[src/logic/rom_map_pkg.sv]
//////////////////////////////////////////////////
// Game ROM layout inside the SDRAM. Offsets are
// byte offsets and must keep the low six word
// address bits clear for the graphics scrambling.
// Main code always starts at byte 0.
//////////////////////////////////////////////////
`default_nettype none

package rom_map_pkg;

    // Region start, in bytes
    localparam logic [21:0] SND_START  = 22'h01_0000;
    localparam logic [21:0] SCR_START  = 22'h01_4000;
    localparam logic [21:0] OBJ_START  = 22'h01_C000;
    localparam logic [21:0] PROM_START = 22'h02_C000;

    localparam int N_SLOTS = 4;

    // Lower index wins arbitration
    localparam int SLOT_MAIN = 0;
    localparam int SLOT_SND  = 1;
    localparam int SLOT_SCR  = 2;
    localparam int SLOT_OBJ  = 3;

    // Client address widths
    typedef logic [15:0] main_addr_t;
    typedef logic [13:0] snd_addr_t;
    typedef logic [12:0] scr_addr_t;
    typedef logic [13:0] obj_addr_t;

    typedef logic [7:0]  byte_t;
    typedef logic [31:0] gfx_word_t;

    typedef enum logic [1:0] {
        idle,
        wait_ack,
        wait_data
    } slot_state_t;

endpackage

`default_nettype wire

[src/logic/sdram_pkg.sv]
//////////////////////////////////////////////////
// SDRAM side types shared by the slots, arbiter
// and downloader. Addresses count 16-bit words.
// The byte mask is active low, bit 1 is the
// upper byte.
//////////////////////////////////////////////////
`default_nettype none

package sdram_pkg;

    // One word address into the 4M x 16 SDRAM
    typedef logic [21:0] sdram_addr_t;

    typedef logic [15:0] sdram_word_t;

    // Active low byte enables for writes
    typedef logic [1:0] prog_mask_t;

    // Read request held by a slot until ack
    typedef struct packed {
        logic        req;
        sdram_addr_t addr;
    } sdram_req_t;

    // Response strobes only live for the granted slot
    typedef struct packed {
        logic        ack;
        logic        dst;
        logic        rdy;
        sdram_word_t data;
    } sdram_rsp_t;

endpackage

`default_nettype wire

[src/logic/rom_dwnld.sv]
//////////////////////////////////////////////////
// Host byte stream to SDRAM writes. Bytes from
// PROM_START up are dropped. Only one write is
// pending, the host waits for it to finish.
//////////////////////////////////////////////////
`default_nettype none

module rom_dwnld (
    input  logic                   clk,
    input  logic                   rst_n,
    input  logic                   downloading,
    input  logic                   ioctl_wr,
    input  logic                   sdram_ack,
    input  logic [24:0]            ioctl_addr,
    input  rom_map_pkg::byte_t     ioctl_dout,
    output sdram_pkg::sdram_addr_t prog_addr,
    output rom_map_pkg::byte_t     prog_data,
    output sdram_pkg::prog_mask_t  prog_mask,
    output logic                   prog_we
);
    import sdram_pkg::*;
    import rom_map_pkg::*;

    sdram_addr_t waddr;
    sdram_addr_t mem_addr;
    logic        in_scr;
    logic        in_obj;
    logic        in_prom;
    logic        accept;

    assign waddr = ioctl_addr[22:1];

    assign in_scr  = (ioctl_addr >= 25'(SCR_START)) && (ioctl_addr < 25'(OBJ_START));
    assign in_obj  = (ioctl_addr >= 25'(OBJ_START)) && (ioctl_addr < 25'(PROM_START));
    assign in_prom = ioctl_addr >= 25'(PROM_START);

    // Graphics bit shuffle so a tile row is one fetch
    always_comb begin
        mem_addr = waddr;
        if (in_scr) begin
            mem_addr[3:0] = {waddr[2:0], ~waddr[3]};
        end
        if (in_obj) begin
            mem_addr[0]   = ~waddr[3];
            mem_addr[1]   = ~waddr[4];
            mem_addr[5:2] = {waddr[5], waddr[2:0]};
        end
    end

    assign accept = downloading && ioctl_wr && !in_prom && !prog_we;

    always_ff @(posedge clk or negedge rst_n) begin
        if (!rst_n) begin
            prog_we <= 1'b0;
        end else if (accept) begin
            prog_we <= 1'b1;
        end else if (sdram_ack) begin
            prog_we <= 1'b0;
        end
    end

    // Held stable while prog_we is up
    always_ff @(posedge clk) begin
        if (accept) begin
            prog_addr <= mem_addr;
            prog_data <= ioctl_dout;
            // Even byte to the upper half
            prog_mask <= ioctl_addr[0] ? 2'b10 : 2'b01;
        end
    end

endmodule

`default_nettype wire

[src/logic/rom_game_mem.sv]
//////////////////////////////////////////////////
// ROM memory side of the game core. Clients must
// hold cs and addr until ok. Writes and reads
// share one SDRAM port, downloading selects.
//////////////////////////////////////////////////
`default_nettype none

module rom_game_mem (
    input  logic                   clk,
    input  logic                   rst_n,
    // Download
    input  logic                   downloading,
    input  logic                   ioctl_wr,
    input  logic [24:0]            ioctl_addr,
    input  rom_map_pkg::byte_t     ioctl_dout,
    output sdram_pkg::sdram_addr_t prog_addr,
    output rom_map_pkg::byte_t     prog_data,
    output sdram_pkg::prog_mask_t  prog_mask,
    output logic                   prog_we,
    // SDRAM
    input  logic                   sdram_ack,
    input  logic                   data_dst,
    input  logic                   data_rdy,
    input  sdram_pkg::sdram_word_t data_read,
    output logic                   sdram_req,
    output sdram_pkg::sdram_addr_t sdram_addr,
    // ROM clients
    input  logic                   main_cs,
    input  rom_map_pkg::main_addr_t main_addr,
    output rom_map_pkg::byte_t     main_data,
    output logic                   main_ok,
    input  logic                   snd_cs,
    input  rom_map_pkg::snd_addr_t snd_addr,
    output rom_map_pkg::byte_t     snd_data,
    output logic                   snd_ok,
    input  logic                   scr_cs,
    input  rom_map_pkg::scr_addr_t scr_addr,
    output rom_map_pkg::gfx_word_t scr_data,
    output logic                   scr_ok,
    input  logic                   obj_cs,
    input  rom_map_pkg::obj_addr_t obj_addr,
    output rom_map_pkg::gfx_word_t obj_data,
    output logic                   obj_ok
);
    import sdram_pkg::*;
    import rom_map_pkg::*;

    sdram_req_t slot_req [N_SLOTS];
    sdram_rsp_t slot_rsp [N_SLOTS];

    rom_dwnld u_dwnld (
        .clk         ( clk         ),
        .rst_n       ( rst_n       ),
        .downloading ( downloading ),
        .ioctl_wr    ( ioctl_wr    ),
        .sdram_ack   ( sdram_ack   ),
        .ioctl_addr  ( ioctl_addr  ),
        .ioctl_dout  ( ioctl_dout  ),
        .prog_addr   ( prog_addr   ),
        .prog_data   ( prog_data   ),
        .prog_mask   ( prog_mask   ),
        .prog_we     ( prog_we     )
    );

    rom_slot #(.AW($bits(main_addr_t)), .DW(8), .OFFSET(22'd0)) u_main (
        .clk     ( clk                 ),
        .rst_n   ( rst_n               ),
        .cs      ( main_cs             ),
        .addr    ( main_addr           ),
        .mem_rsp ( slot_rsp[SLOT_MAIN] ),
        .dout    ( main_data           ),
        .ok      ( main_ok             ),
        .mem_req ( slot_req[SLOT_MAIN] )
    );

    rom_slot #(.AW($bits(snd_addr_t)), .DW(8), .OFFSET(SND_START >> 1)) u_snd (
        .clk     ( clk                ),
        .rst_n   ( rst_n              ),
        .cs      ( snd_cs             ),
        .addr    ( snd_addr           ),
        .mem_rsp ( slot_rsp[SLOT_SND] ),
        .dout    ( snd_data           ),
        .ok      ( snd_ok             ),
        .mem_req ( slot_req[SLOT_SND] )
    );

    rom_slot #(.AW($bits(scr_addr_t)), .DW(32), .OFFSET(SCR_START >> 1)) u_scr (
        .clk     ( clk                ),
        .rst_n   ( rst_n              ),
        .cs      ( scr_cs             ),
        .addr    ( scr_addr           ),
        .mem_rsp ( slot_rsp[SLOT_SCR] ),
        .dout    ( scr_data           ),
        .ok      ( scr_ok             ),
        .mem_req ( slot_req[SLOT_SCR] )
    );

    rom_slot #(.AW($bits(obj_addr_t)), .DW(32), .OFFSET(OBJ_START >> 1)) u_obj (
        .clk     ( clk                ),
        .rst_n   ( rst_n              ),
        .cs      ( obj_cs             ),
        .addr    ( obj_addr           ),
        .mem_rsp ( slot_rsp[SLOT_OBJ] ),
        .dout    ( obj_data           ),
        .ok      ( obj_ok             ),
        .mem_req ( slot_req[SLOT_OBJ] )
    );

    slot_arbiter u_arb (
        .clk         ( clk         ),
        .rst_n       ( rst_n       ),
        .downloading ( downloading ),
        .slot_req    ( slot_req    ),
        .sdram_ack   ( sdram_ack   ),
        .data_dst    ( data_dst    ),
        .data_rdy    ( data_rdy    ),
        .data_read   ( data_read   ),
        .slot_rsp    ( slot_rsp    ),
        .sdram_req   ( sdram_req   ),
        .sdram_addr  ( sdram_addr  )
    );

endmodule

`default_nettype wire

[src/logic/rom_slot.sv]
//////////////////////////////////////////////////
// Read only cache of one SDRAM word per client.
// DW is 8 or 32. An 8-bit client addresses bytes,
// a 32-bit client addresses 32-bit words.
// OFFSET is the region start in 16-bit words.
//////////////////////////////////////////////////
`default_nettype none

module rom_slot #(
    parameter int                    AW     = 16,
    parameter int                    DW     = 8,
    parameter sdram_pkg::sdram_addr_t OFFSET = '0
) (
    input  logic                  clk,
    input  logic                  rst_n,
    input  logic                  cs,
    input  logic [AW-1:0]         addr,
    input  sdram_pkg::sdram_rsp_t mem_rsp,
    output logic [DW-1:0]         dout,
    output logic                  ok,
    output sdram_pkg::sdram_req_t mem_req
);
    import sdram_pkg::*;
    import rom_map_pkg::*;

    // Words per fetch and tag width
    localparam int NW  = (DW == 32) ? 2 : 1;
    localparam int TW  = (DW == 32) ? AW : AW - 1;
    localparam int WSH = (DW == 32) ? 1 : 0;

    slot_state_t       state;
    logic              valid;
    logic [TW-1:0]     tag_q;
    logic [TW-1:0]     addr_tag;
    logic              hit;
    logic              miss;
    logic              req_q;
    sdram_addr_t       addr_q;
    sdram_addr_t       base_addr;
    logic              wcnt;
    logic              word_idx;
    logic              take;
    logic              last;
    logic [NW*16-1:0]  data_q;

    // Byte clients drop bit 0, it picks the byte later
    assign addr_tag  = addr[AW-1 -: TW];
    assign base_addr = OFFSET + (sdram_addr_t'(addr_tag) << WSH);

    assign hit  = valid && (tag_q == addr_tag);
    assign miss = (state == idle) && cs && !hit;
    assign ok   = cs && hit;

    // dst restarts the word count
    assign word_idx = mem_rsp.dst ? 1'b0 : wcnt;
    assign take     = (state == wait_data) && mem_rsp.rdy;
    assign last     = take && (word_idx == 1'(NW - 1));

    assign mem_req.req  = req_q;
    assign mem_req.addr = addr_q;

    always_ff @(posedge clk or negedge rst_n) begin
        if (!rst_n) begin
            state <= idle;
            valid <= 1'b0;
            req_q <= 1'b0;
            wcnt  <= 1'b0;
        end else begin
            case (state)
                idle: begin
                    if (miss) begin
                        state <= wait_ack;
                        valid <= 1'b0;
                        req_q <= 1'b1;
                    end
                end
                wait_ack: begin
                    if (mem_rsp.ack) begin
                        state <= wait_data;
                        req_q <= 1'b0;
                    end
                end
                wait_data: begin
                    if (mem_rsp.rdy) begin
                        wcnt <= word_idx + 1'b1;
                    end
                    if (last) begin
                        state <= idle;
                        valid <= 1'b1;
                    end
                end
                default: state <= idle;
            endcase
        end
    end

    // Tag and request address latched on the miss
    always_ff @(posedge clk) begin
        if (miss) begin
            tag_q  <= addr_tag;
            addr_q <= base_addr;
        end
    end

    if (DW == 32) begin : g_wide
        // First word ends up in the lower half
        always_ff @(posedge clk) begin
            if (take) begin
                data_q <= {mem_rsp.data, data_q[31:16]};
            end
        end
        assign dout = data_q;
    end else begin : g_narrow
        always_ff @(posedge clk) begin
            if (take) begin
                data_q <= mem_rsp.data;
            end
        end
        // Even bytes sit in the upper half
        assign dout = addr[0] ? data_q[7:0] : data_q[15:8];
    end

endmodule

`default_nettype wire

[src/logic/slot_arbiter.sv]
//////////////////////////////////////////////////
// Fixed priority arbiter, main CPU first. Only one
// transfer is in flight, graphics slots read two
// words per grant. No grants while downloading.
//////////////////////////////////////////////////
`default_nettype none

module slot_arbiter (
    input  logic                   clk,
    input  logic                   rst_n,
    input  logic                   downloading,
    input  sdram_pkg::sdram_req_t  slot_req [rom_map_pkg::N_SLOTS],
    input  logic                   sdram_ack,
    input  logic                   data_dst,
    input  logic                   data_rdy,
    input  sdram_pkg::sdram_word_t data_read,
    output sdram_pkg::sdram_rsp_t  slot_rsp [rom_map_pkg::N_SLOTS],
    output logic                   sdram_req,
    output sdram_pkg::sdram_addr_t sdram_addr
);
    import sdram_pkg::*;
    import rom_map_pkg::*;

    localparam int IW = $clog2(N_SLOTS);

    logic               busy;
    logic [IW-1:0]      gnt;
    logic [IW-1:0]      pick;
    logic               any_req;
    logic               start;
    logic               wide;
    logic               wcnt;
    logic               word_idx;
    logic               last_rdy;
    logic [N_SLOTS-1:0] gnt_hot;

    // Scan from the bottom so the lowest index wins
    always_comb begin
        any_req = 1'b0;
        pick    = '0;
        for (int i = N_SLOTS - 1; i >= 0; i--) begin
            if (slot_req[i].req) begin
                any_req = 1'b1;
                pick    = IW'(i);
            end
        end
    end

    assign start = !busy && any_req && !downloading;

    assign wide     = (gnt == IW'(SLOT_SCR)) || (gnt == IW'(SLOT_OBJ));
    assign word_idx = data_dst ? 1'b0 : wcnt;
    assign last_rdy = busy && data_rdy && (!wide || word_idx);

    always_ff @(posedge clk or negedge rst_n) begin
        if (!rst_n) begin
            busy      <= 1'b0;
            gnt       <= '0;
            sdram_req <= 1'b0;
            wcnt      <= 1'b0;
        end else if (!busy) begin
            if (start) begin
                busy      <= 1'b1;
                gnt       <= pick;
                sdram_req <= 1'b1;
                wcnt      <= 1'b0;
            end
        end else begin
            if (sdram_ack) begin
                sdram_req <= 1'b0;
            end
            if (data_rdy) begin
                wcnt <= word_idx + 1'b1;
            end
            // Back to idle the cycle after the final word
            if (last_rdy) begin
                busy <= 1'b0;
            end
        end
    end

    always_ff @(posedge clk) begin
        if (start) begin
            sdram_addr <= slot_req[pick].addr;
        end
    end

    // Strobes go to the granted slot only, data to all
    always_comb begin
        for (int i = 0; i < N_SLOTS; i++) begin
            gnt_hot[i]       = busy && (gnt == IW'(i));
            slot_rsp[i].ack  = gnt_hot[i] && sdram_ack;
            slot_rsp[i].dst  = gnt_hot[i] && data_dst;
            slot_rsp[i].rdy  = gnt_hot[i] && data_rdy;
            slot_rsp[i].data = data_read;
        end
    end

endmodule

`default_nettype wire

[config.mk]
export PLATFORM = sky130hd
export DESIGN_NAME = rom_game_mem
export DESIGN_NICKNAME = d
export VERILOG_FILES = /design/src/logic/rom_map_pkg.sv /design/src/logic/sdram_pkg.sv /design/src/logic/rom_dwnld.sv /design/src/logic/rom_game_mem.sv /design/src/logic/rom_slot.sv /design/src/logic/slot_arbiter.sv
export SDC_FILE = /design/constraint.sdc
export NUM_CORES = 1
export LEC_CHECK = 0
export ABC_CLOCK_PERIOD_IN_PS = 4200
export BUFFER_PORTS_ARGS = -buffer_cell sky130_fd_sc_hd__buf_2
export CORE_ASPECT_RATIO = 1.2
export CORE_MARGIN = 2
export CORE_UTILIZATION = 52
export CTS_CLUSTER_SIZE = 16
export DETAILED_ROUTE_END_ITERATION = 6
export GPL_TIMING_DRIVEN = 0
export PLACE_DENSITY = 0.8
export SETUP_SLACK_MARGIN = 0.1
export SLEW_MARGIN = 15
export SYNTH_ARGS = -nofsm -noshare
export SYNTH_HDL_FRONTEND = slang
export SYNTH_SLANG_ARGS = --single-unit
[constraint.sdc]
create_clock -name clk -period 4.2 [get_ports clk]
set_input_delay 0.84 -clock clk [delete_from_list [all_inputs] [get_ports clk]]
set_output_delay 0.84 -clock clk [all_outputs]
set_load 0.01 [all_outputs]
=== Word-level counts from Yosys, hierarchy flattened ===
Index checks and enable logic that the tools add are counted.

* Word-level logic and storage cells: 250
* Register bits after elaboration: 297
* Output and inout port bits: 140
* Input bits: 117

* Add/sub/neg operators: 8
* Equality and inequality tests: 29
* Reduce and logical (&&, ||, !) cells: 94
* Bitwise logic cells: 6
* $lt $le $gt $ge: 6
* Multiplexer cells: 71

{| class="wikitable"
|+ Operators with widths
! operator !! count
|-
| $ge 25x17->1 const B || 2
|-
| $logic_and 1x1->1 || 49
|-
| $bmux 23 s2 || 1
|-
| $mux 22 || 2
|-
| $reduce_and 3->1 || 12
|-
| $mux 1 || 35
|-
| $mux 2 || 17
|-
| $eq 13x13->1 || 2
|-
| $ge 25x18->1 const B || 1
|-
| $lt 25x17->1 const B || 1
|-
| $lt 25x18->1 const B || 1
|-
| $pmux 2 s3 || 4
|-
| $reduce_bool 2->1 || 10
|-
| $add 16x13->17 const A || 1
|-
| $add 16x14->17 const A || 1
|-
| $add 16x15->17 const A || 1
|-
| $mux 8 || 2
|-
| $ne 2x1->1 const B || 8
|-
| $pmux 1 s2 || 8
|-
| $eq 15x15->1 || 1
|-
| $eq 14x14->1 || 1
|-
| $reduce_and 2->1 || 7
|-
| $eq 2x2->1 const B || 6
|-
| $ne 2x2->1 const B || 6
|-
| 10 further kinds || 35
|}

=== Logic depth before layout (Yosys ltp) ===
* Word-level depth: 8
* Gate-level depth with buffers: 5
* Mapped depth without buffers: 4

=== Cells and area by module ===
A second synthesis with hierarchy kept.

* Cell total of the unflattened synthesis: 687
* Area, all modules: 10,059.6 um2

{| class="wikitable"
|+ By module, submodules not included
! module !! times used !! cells an instance !! area each (um2)
|-
| rom_slot (u_obj) || 1 || 117 || 2,058.2
|-
| slot_arbiter || 1 || 231 || 2,039.5
|-
| rom_slot (u_scr) || 1 || 99 || 1,848.0
|-
| rom_slot (u_main) || 1 || 91 || 1,472.7
|-
| rom_slot (u_snd) || 1 || 89 || 1,441.4
|-
| rom_dwnld || 1 || 60 || 1,199.9
|}

=== Worst setup path before layout ===
Ideal clock, no wire load.

* Kind: input port to flip-flop
* Start point: input ioctl_addr[23]
* End point: register u_dwnld.prog_addr[0] (enable)
* Library setup time: 0.461 ns
* Setup slack: 0.133 ns
* Data arrival time: 3.606 ns
* Buffers on the path: 0
* Required time: 3.739 ns
* Stages on the path: 4
* Path through: nor4_4 nand2_1 a21o_1 nor3_1

* Cells in the longest elaborated chain, start to end: 4

{| class="wikitable"
|+ Ends and longest elaborated chain
! what !! RTL line !! RTL
|-
| start: declaration || rom_game_mem.sv:14 || <nowiki>input logic [24:0] ioctl_addr,</nowiki>
|-
| $ge 25x18->1 || rom_dwnld.sv:35 || <nowiki>assign in_prom = ioctl_addr >= 25'(PROM_START);</nowiki>
|-
| $logic_not 1->1 || rom_dwnld.sv:50 || <nowiki>assign accept = downloading && ioctl_wr && !in_prom && !prog_we;</nowiki>
|-
| $logic_and 1x1->1 (2 in series) || rom_dwnld.sv:50 ||
|-
| via u_dwnld.accept || rom_dwnld.sv:29 || <nowiki>logic accept;</nowiki>
|-
| end signal: assignment || rom_dwnld.sv:65 || <nowiki>prog_addr <= mem_addr;</nowiki>
|-
| end: declaration || rom_dwnld.sv:16 || <nowiki>output sdram_pkg::sdram_addr_t prog_addr,</nowiki>
|}

The timed path passes the listed nets, and every way through them passes these cells.
A chain may end at the register's enable or synchronous reset.

=== Final worst setup path ===
* Start point: register u_scr.tag_q[8]
* End point: output scr_ok

* Cells in the longest elaborated chain, start to end: 3

{| class="wikitable"
|+ Ends and longest elaborated chain
! what !! RTL line !! RTL
|-
| start: declaration || rom_slot.sv:33 || <nowiki>logic [TW-1:0] tag_q;</nowiki>
|-
| start signal: assignment || rom_slot.sv:100 || <nowiki>tag_q <= addr_tag;</nowiki>
|-
| $eq 13x13->1 || rom_slot.sv:50 || <nowiki>assign hit = valid && (tag_q == addr_tag);</nowiki>
|-
| $logic_and 1x1->1 || rom_slot.sv:50 ||
|-
| $logic_and 1x1->1 || rom_slot.sv:52 || <nowiki>assign ok = cs && hit;</nowiki>
|-
| end: declaration || rom_game_mem.sv:39 || <nowiki>output logic scr_ok,</nowiki>
|}

No other way between the ends.

==> metrics.txt <==
distinct cell type count of the synthesized netlist 44; fraction of final layout cells with drive strength greater than 1 0.4300; worst r2r src u_snd.req_q; worst reg-to-reg setup slack 1.86 ns; length in cells of the worst reg-to-reg path 3; instance area after placement 10450 um^2; vias per inst 5.323; R2R Path End u_arb.sdram_addr[6]; full die area 18020 um^2; number of antenna violations at the first check in global routing 1; mean cell area of the mapped netlist 18.03 um^2; Max Fanout on Critical Path 5; RSZ-0062 raised after global routing false; Fin Clk Skew 0.006919 ns; H-tree depth reported by CTS 1; Top-Level Pins 257; # hold bufs at CTS 0; result of the run completed; post-synthesis async set-or-reset flop share 0.1126; net switching component of the power 1.363 mW; number of buffers added on ports 249; Vert. Die Dim 146.7 um; post-CTS setup buffer count 0; initial core utilization 0.5274; highest routed metal layer met4; fin crit period 3.328 ns; overflow left after global routing 0; Crit. Startpoint u_scr.tag_q[8]; number of pins with negative max-slew slack in the final report 0; Routed WL per cell 20.57 um; share of total power in sequential cells 0.503; Max Clk Rate 300.4 MHz; wire length of the first global-routing pass 30540 um; area of the placeable core 16720 um^2; clk root buf clkbuf_16; Setup Slack @ Placement 0.8865 ns; power after layout 5.690 mW; routed vias 5376; Relative slew margins 0.2495; clock insertion delay at the later pin of the skew report 0.51 ns; DRC viols 0; Yosys reg bits 231; CTS Buf Count 23; number of buffers on the longest clock path 3; transition at the pin with the smallest max-transition slack 1.120 ns; via count of the first global-routing pass 5666; kind of path behind the tightest hold check primary input to asynchronous set/reset pin; number of nets still failing antenna checks after routing 0; setup-violating endpoint count in the final report 0; post-detail-place hpwl 15520 um; Post-CTS Resized 0; total of warnings raised by yosys 0; number of standard cells after synthesis 489; CP Capture Type output port; Final Hold Vio Count 0; detailed-route wire length 20780 um; Setup crit start kind register; share of the yosys chip area belonging to registers 0.7719; met3 routed wirelength 1845 um; standard-cell row count 52; kind of critical path register to output port; Clk network pwr share 0.370; Most used DFF post-synth edfxtp_1; smallest setup slack after layout 0.8716 ns; Global Route Usage Sum 0.2262; routability-driven placement congestion ratio 0.8650; Int Pwr 4.328 mW; met2 wire length 10760 um; clk slew on worst S/H paths 0.06 ns; Die X 122.9 um; wire length on met1 7610 um; critical path endpoint scr_ok; # clock sinks 231; TritonCTS clock tree yes; count of maximum capacitance violations 0; Final Cell Area 11230 um^2; Max rail drop VDD 378.9 uV; netlist area before placement 8818 um^2; Area Overhead vs Synth 27.38%; Final period util 0.7925; EDFF count, synth 205; Pre-Repair DR Iteration Count 4; detailed router's first-iteration violation count 354; Critical Path AT 2.49 ns; combinational share of power 0.127; maximum number of pins on one net before global-route repair 27; Switching Fraction 0.2394; data required time at the worst endpoint 3.36 ns; leakage power 4.353 nW; Final #Nets 894; Cell Pwr Density 506.6 nW/um^2
==> cell families (layout without fill, tap and decap cells) <==
| group | after synthesis | count (layout) | share of synthesized area |
|---|---|---|---|
| adder cells (fa/ha/maj) | 1 | 1 | 0.001419 |
| buffers and inverters | 25 | 325 | 0.01419 |
| other | 1 | 6 | 0.0004252 |
| XOR/XNOR | 56 | 56 | 0.05562 |
| AO/OA/AOI/OAI | 37 | 37 | 0.02880 |
| flip-flops | 231 | 231 | 0.7718 |
| multiplexers | 40 | 40 | 0.06754 |
| AND/OR/NAND/NOR | 98 | 98 | 0.06016 |
==> registers in the layout, indices dropped and copies added (netlist names), 2 cells and up <==
| register | flops |
|---|---|
| u_scr.tag_q | 13 |
| u_main.data_q | 16 |
| u_obj.addr_q | 4 |
| u_obj.dout | 32 |
| u_snd.tag_q | 13 |
| u_arb.sdram_addr | 17 |
| u_scr.state | 2 |
| u_scr.dout | 32 |
| u_dwnld.prog_addr | 22 |
| u_dwnld.prog_data | 8 |
| u_snd.state | 2 |
| u_arb.gnt | 2 |
| u_snd.data_q | 16 |
| u_main.state | 2 |
| u_dwnld.prog_mask | 2 |
| u_obj.tag_q | 14 |
| u_obj.state | 2 |
| u_main.tag_q | 15 |
==> cell usage after synthesis, types with 2 or more instances <==
master    count  share of area
and2_1        4         0.0028
nand3_1       4         0.0023
nor4_1        4         0.0028
nor2b_1       7         0.0050
and3_1        3         0.0021
buf_4         6         0.0051
xnor2_1      55          0.055
mux4_1        5          0.015
nor2_1       16         0.0068
a21oi_1       5         0.0028
dfrtp_1      26          0.074
inv_1        15         0.0064
mux2_2       21          0.027
mux2i_1       7         0.0079
mux4_2        7          0.018
nand2_1      25          0.011
nor3_1        5         0.0028
nand4_1      15          0.011
edfxtp_1    205           0.70
a21o_1        3         0.0026
o21bai_1      2         0.0017
o31ai_1       2         0.0017
o21ai_0      15         0.0085
o22a_1        3         0.0030
clkbuf_1      2        0.00085
nand2b_1      9         0.0064
==> power groups by stage <==
stage	Sequential, mW	Combinational, mW	Clock [mW]
after global placement	2.90	0.695	0
final	2.86	0.720	2.11
after floorplan	2.89	0.434	0
after detailed placement	2.91	0.724	0
after global routing	2.88	0.786	2.22
after CTS	2.86	0.732	2.14
==> per-layer routing <==
| metal | global-route usage | vias to the layer above |
|---|---|---|
| li1 | - | 2440 |
| met1 | 0.2680 | 2621 |
| met2 | 0.4019 | 274 |
| met3 | 0.04883 | 41 |
| met4 | 0.07931 | 0 |
| met5 | 0 | - |
==> worst max-delay path, stage by stage, from the launching register on <==
cell and delay, ns:
edfxtp_1 0.43, xnor2_1 0.28, nand4_1 0.16, nor4_1 0.72, and2_1 0.24, buf_2 0.14
==> how the worst min path moves through the flow <==
stage	from	to	slack [ns]	depth (start not counted)
floorplan	u_main.wcnt	u_main.wcnt	0.45	1
CTS	rst_n	u_obj.state[0]	0.34	1
detailed placement	u_obj.dout[25]	u_obj.dout[9]	0.43	0
global placement	u_scr.dout[18]	u_scr.dout[2]	0.43	0
finish	rst_n	u_obj.valid	0.33	1
global route	rst_n	u_obj.state[0]	0.38	1
==> cell usage in the layout, fill, tap and decap left out, types with 13 or more instances in the layout <==
cell       count
o21ai_0       15
nand4_1       15
edfxtp_1     205
mux2_2        21
inv_1         15
buf_4         13
buf_2        250
dfrtp_1       26
nand2_1       25
xnor2_1       55
clkbuf_16     23
nor2_1        13
==> area by class of cell <==
class                   count  area [um^2]
diodes                      1        2.502
plain buffers              10        68.82
clock buffers              30        601.8
clock inverters            12        176.4
fillers                  1142         5488
inverters                  15        56.30
multi-input cells         237         1929
flip-flops and latches    231         6807
well taps                 216        270.3
repair buffers            258         1321
==> per-stage QoR <==
| step | setup TNS, ns | utilization | instances | hold slack, ns |
|---|---|---|---|---|
| finish | 0 | 0.6718 | 1010 | 0.3349 |
| global route | 0 | 0.6717 | 1009 | 0.3775 |
| CTS | 0 | 0.6717 | 1009 | 0.3350 |
| detailed placement | 0 | 0.6251 | 967 | 0.4293 |
| global placement | -67.24 | 0.6190 | 958 | 0.4261 |
| floorplan | 0 | - | 493 | 0.4501 |
(Power assumes the default switching activity.)
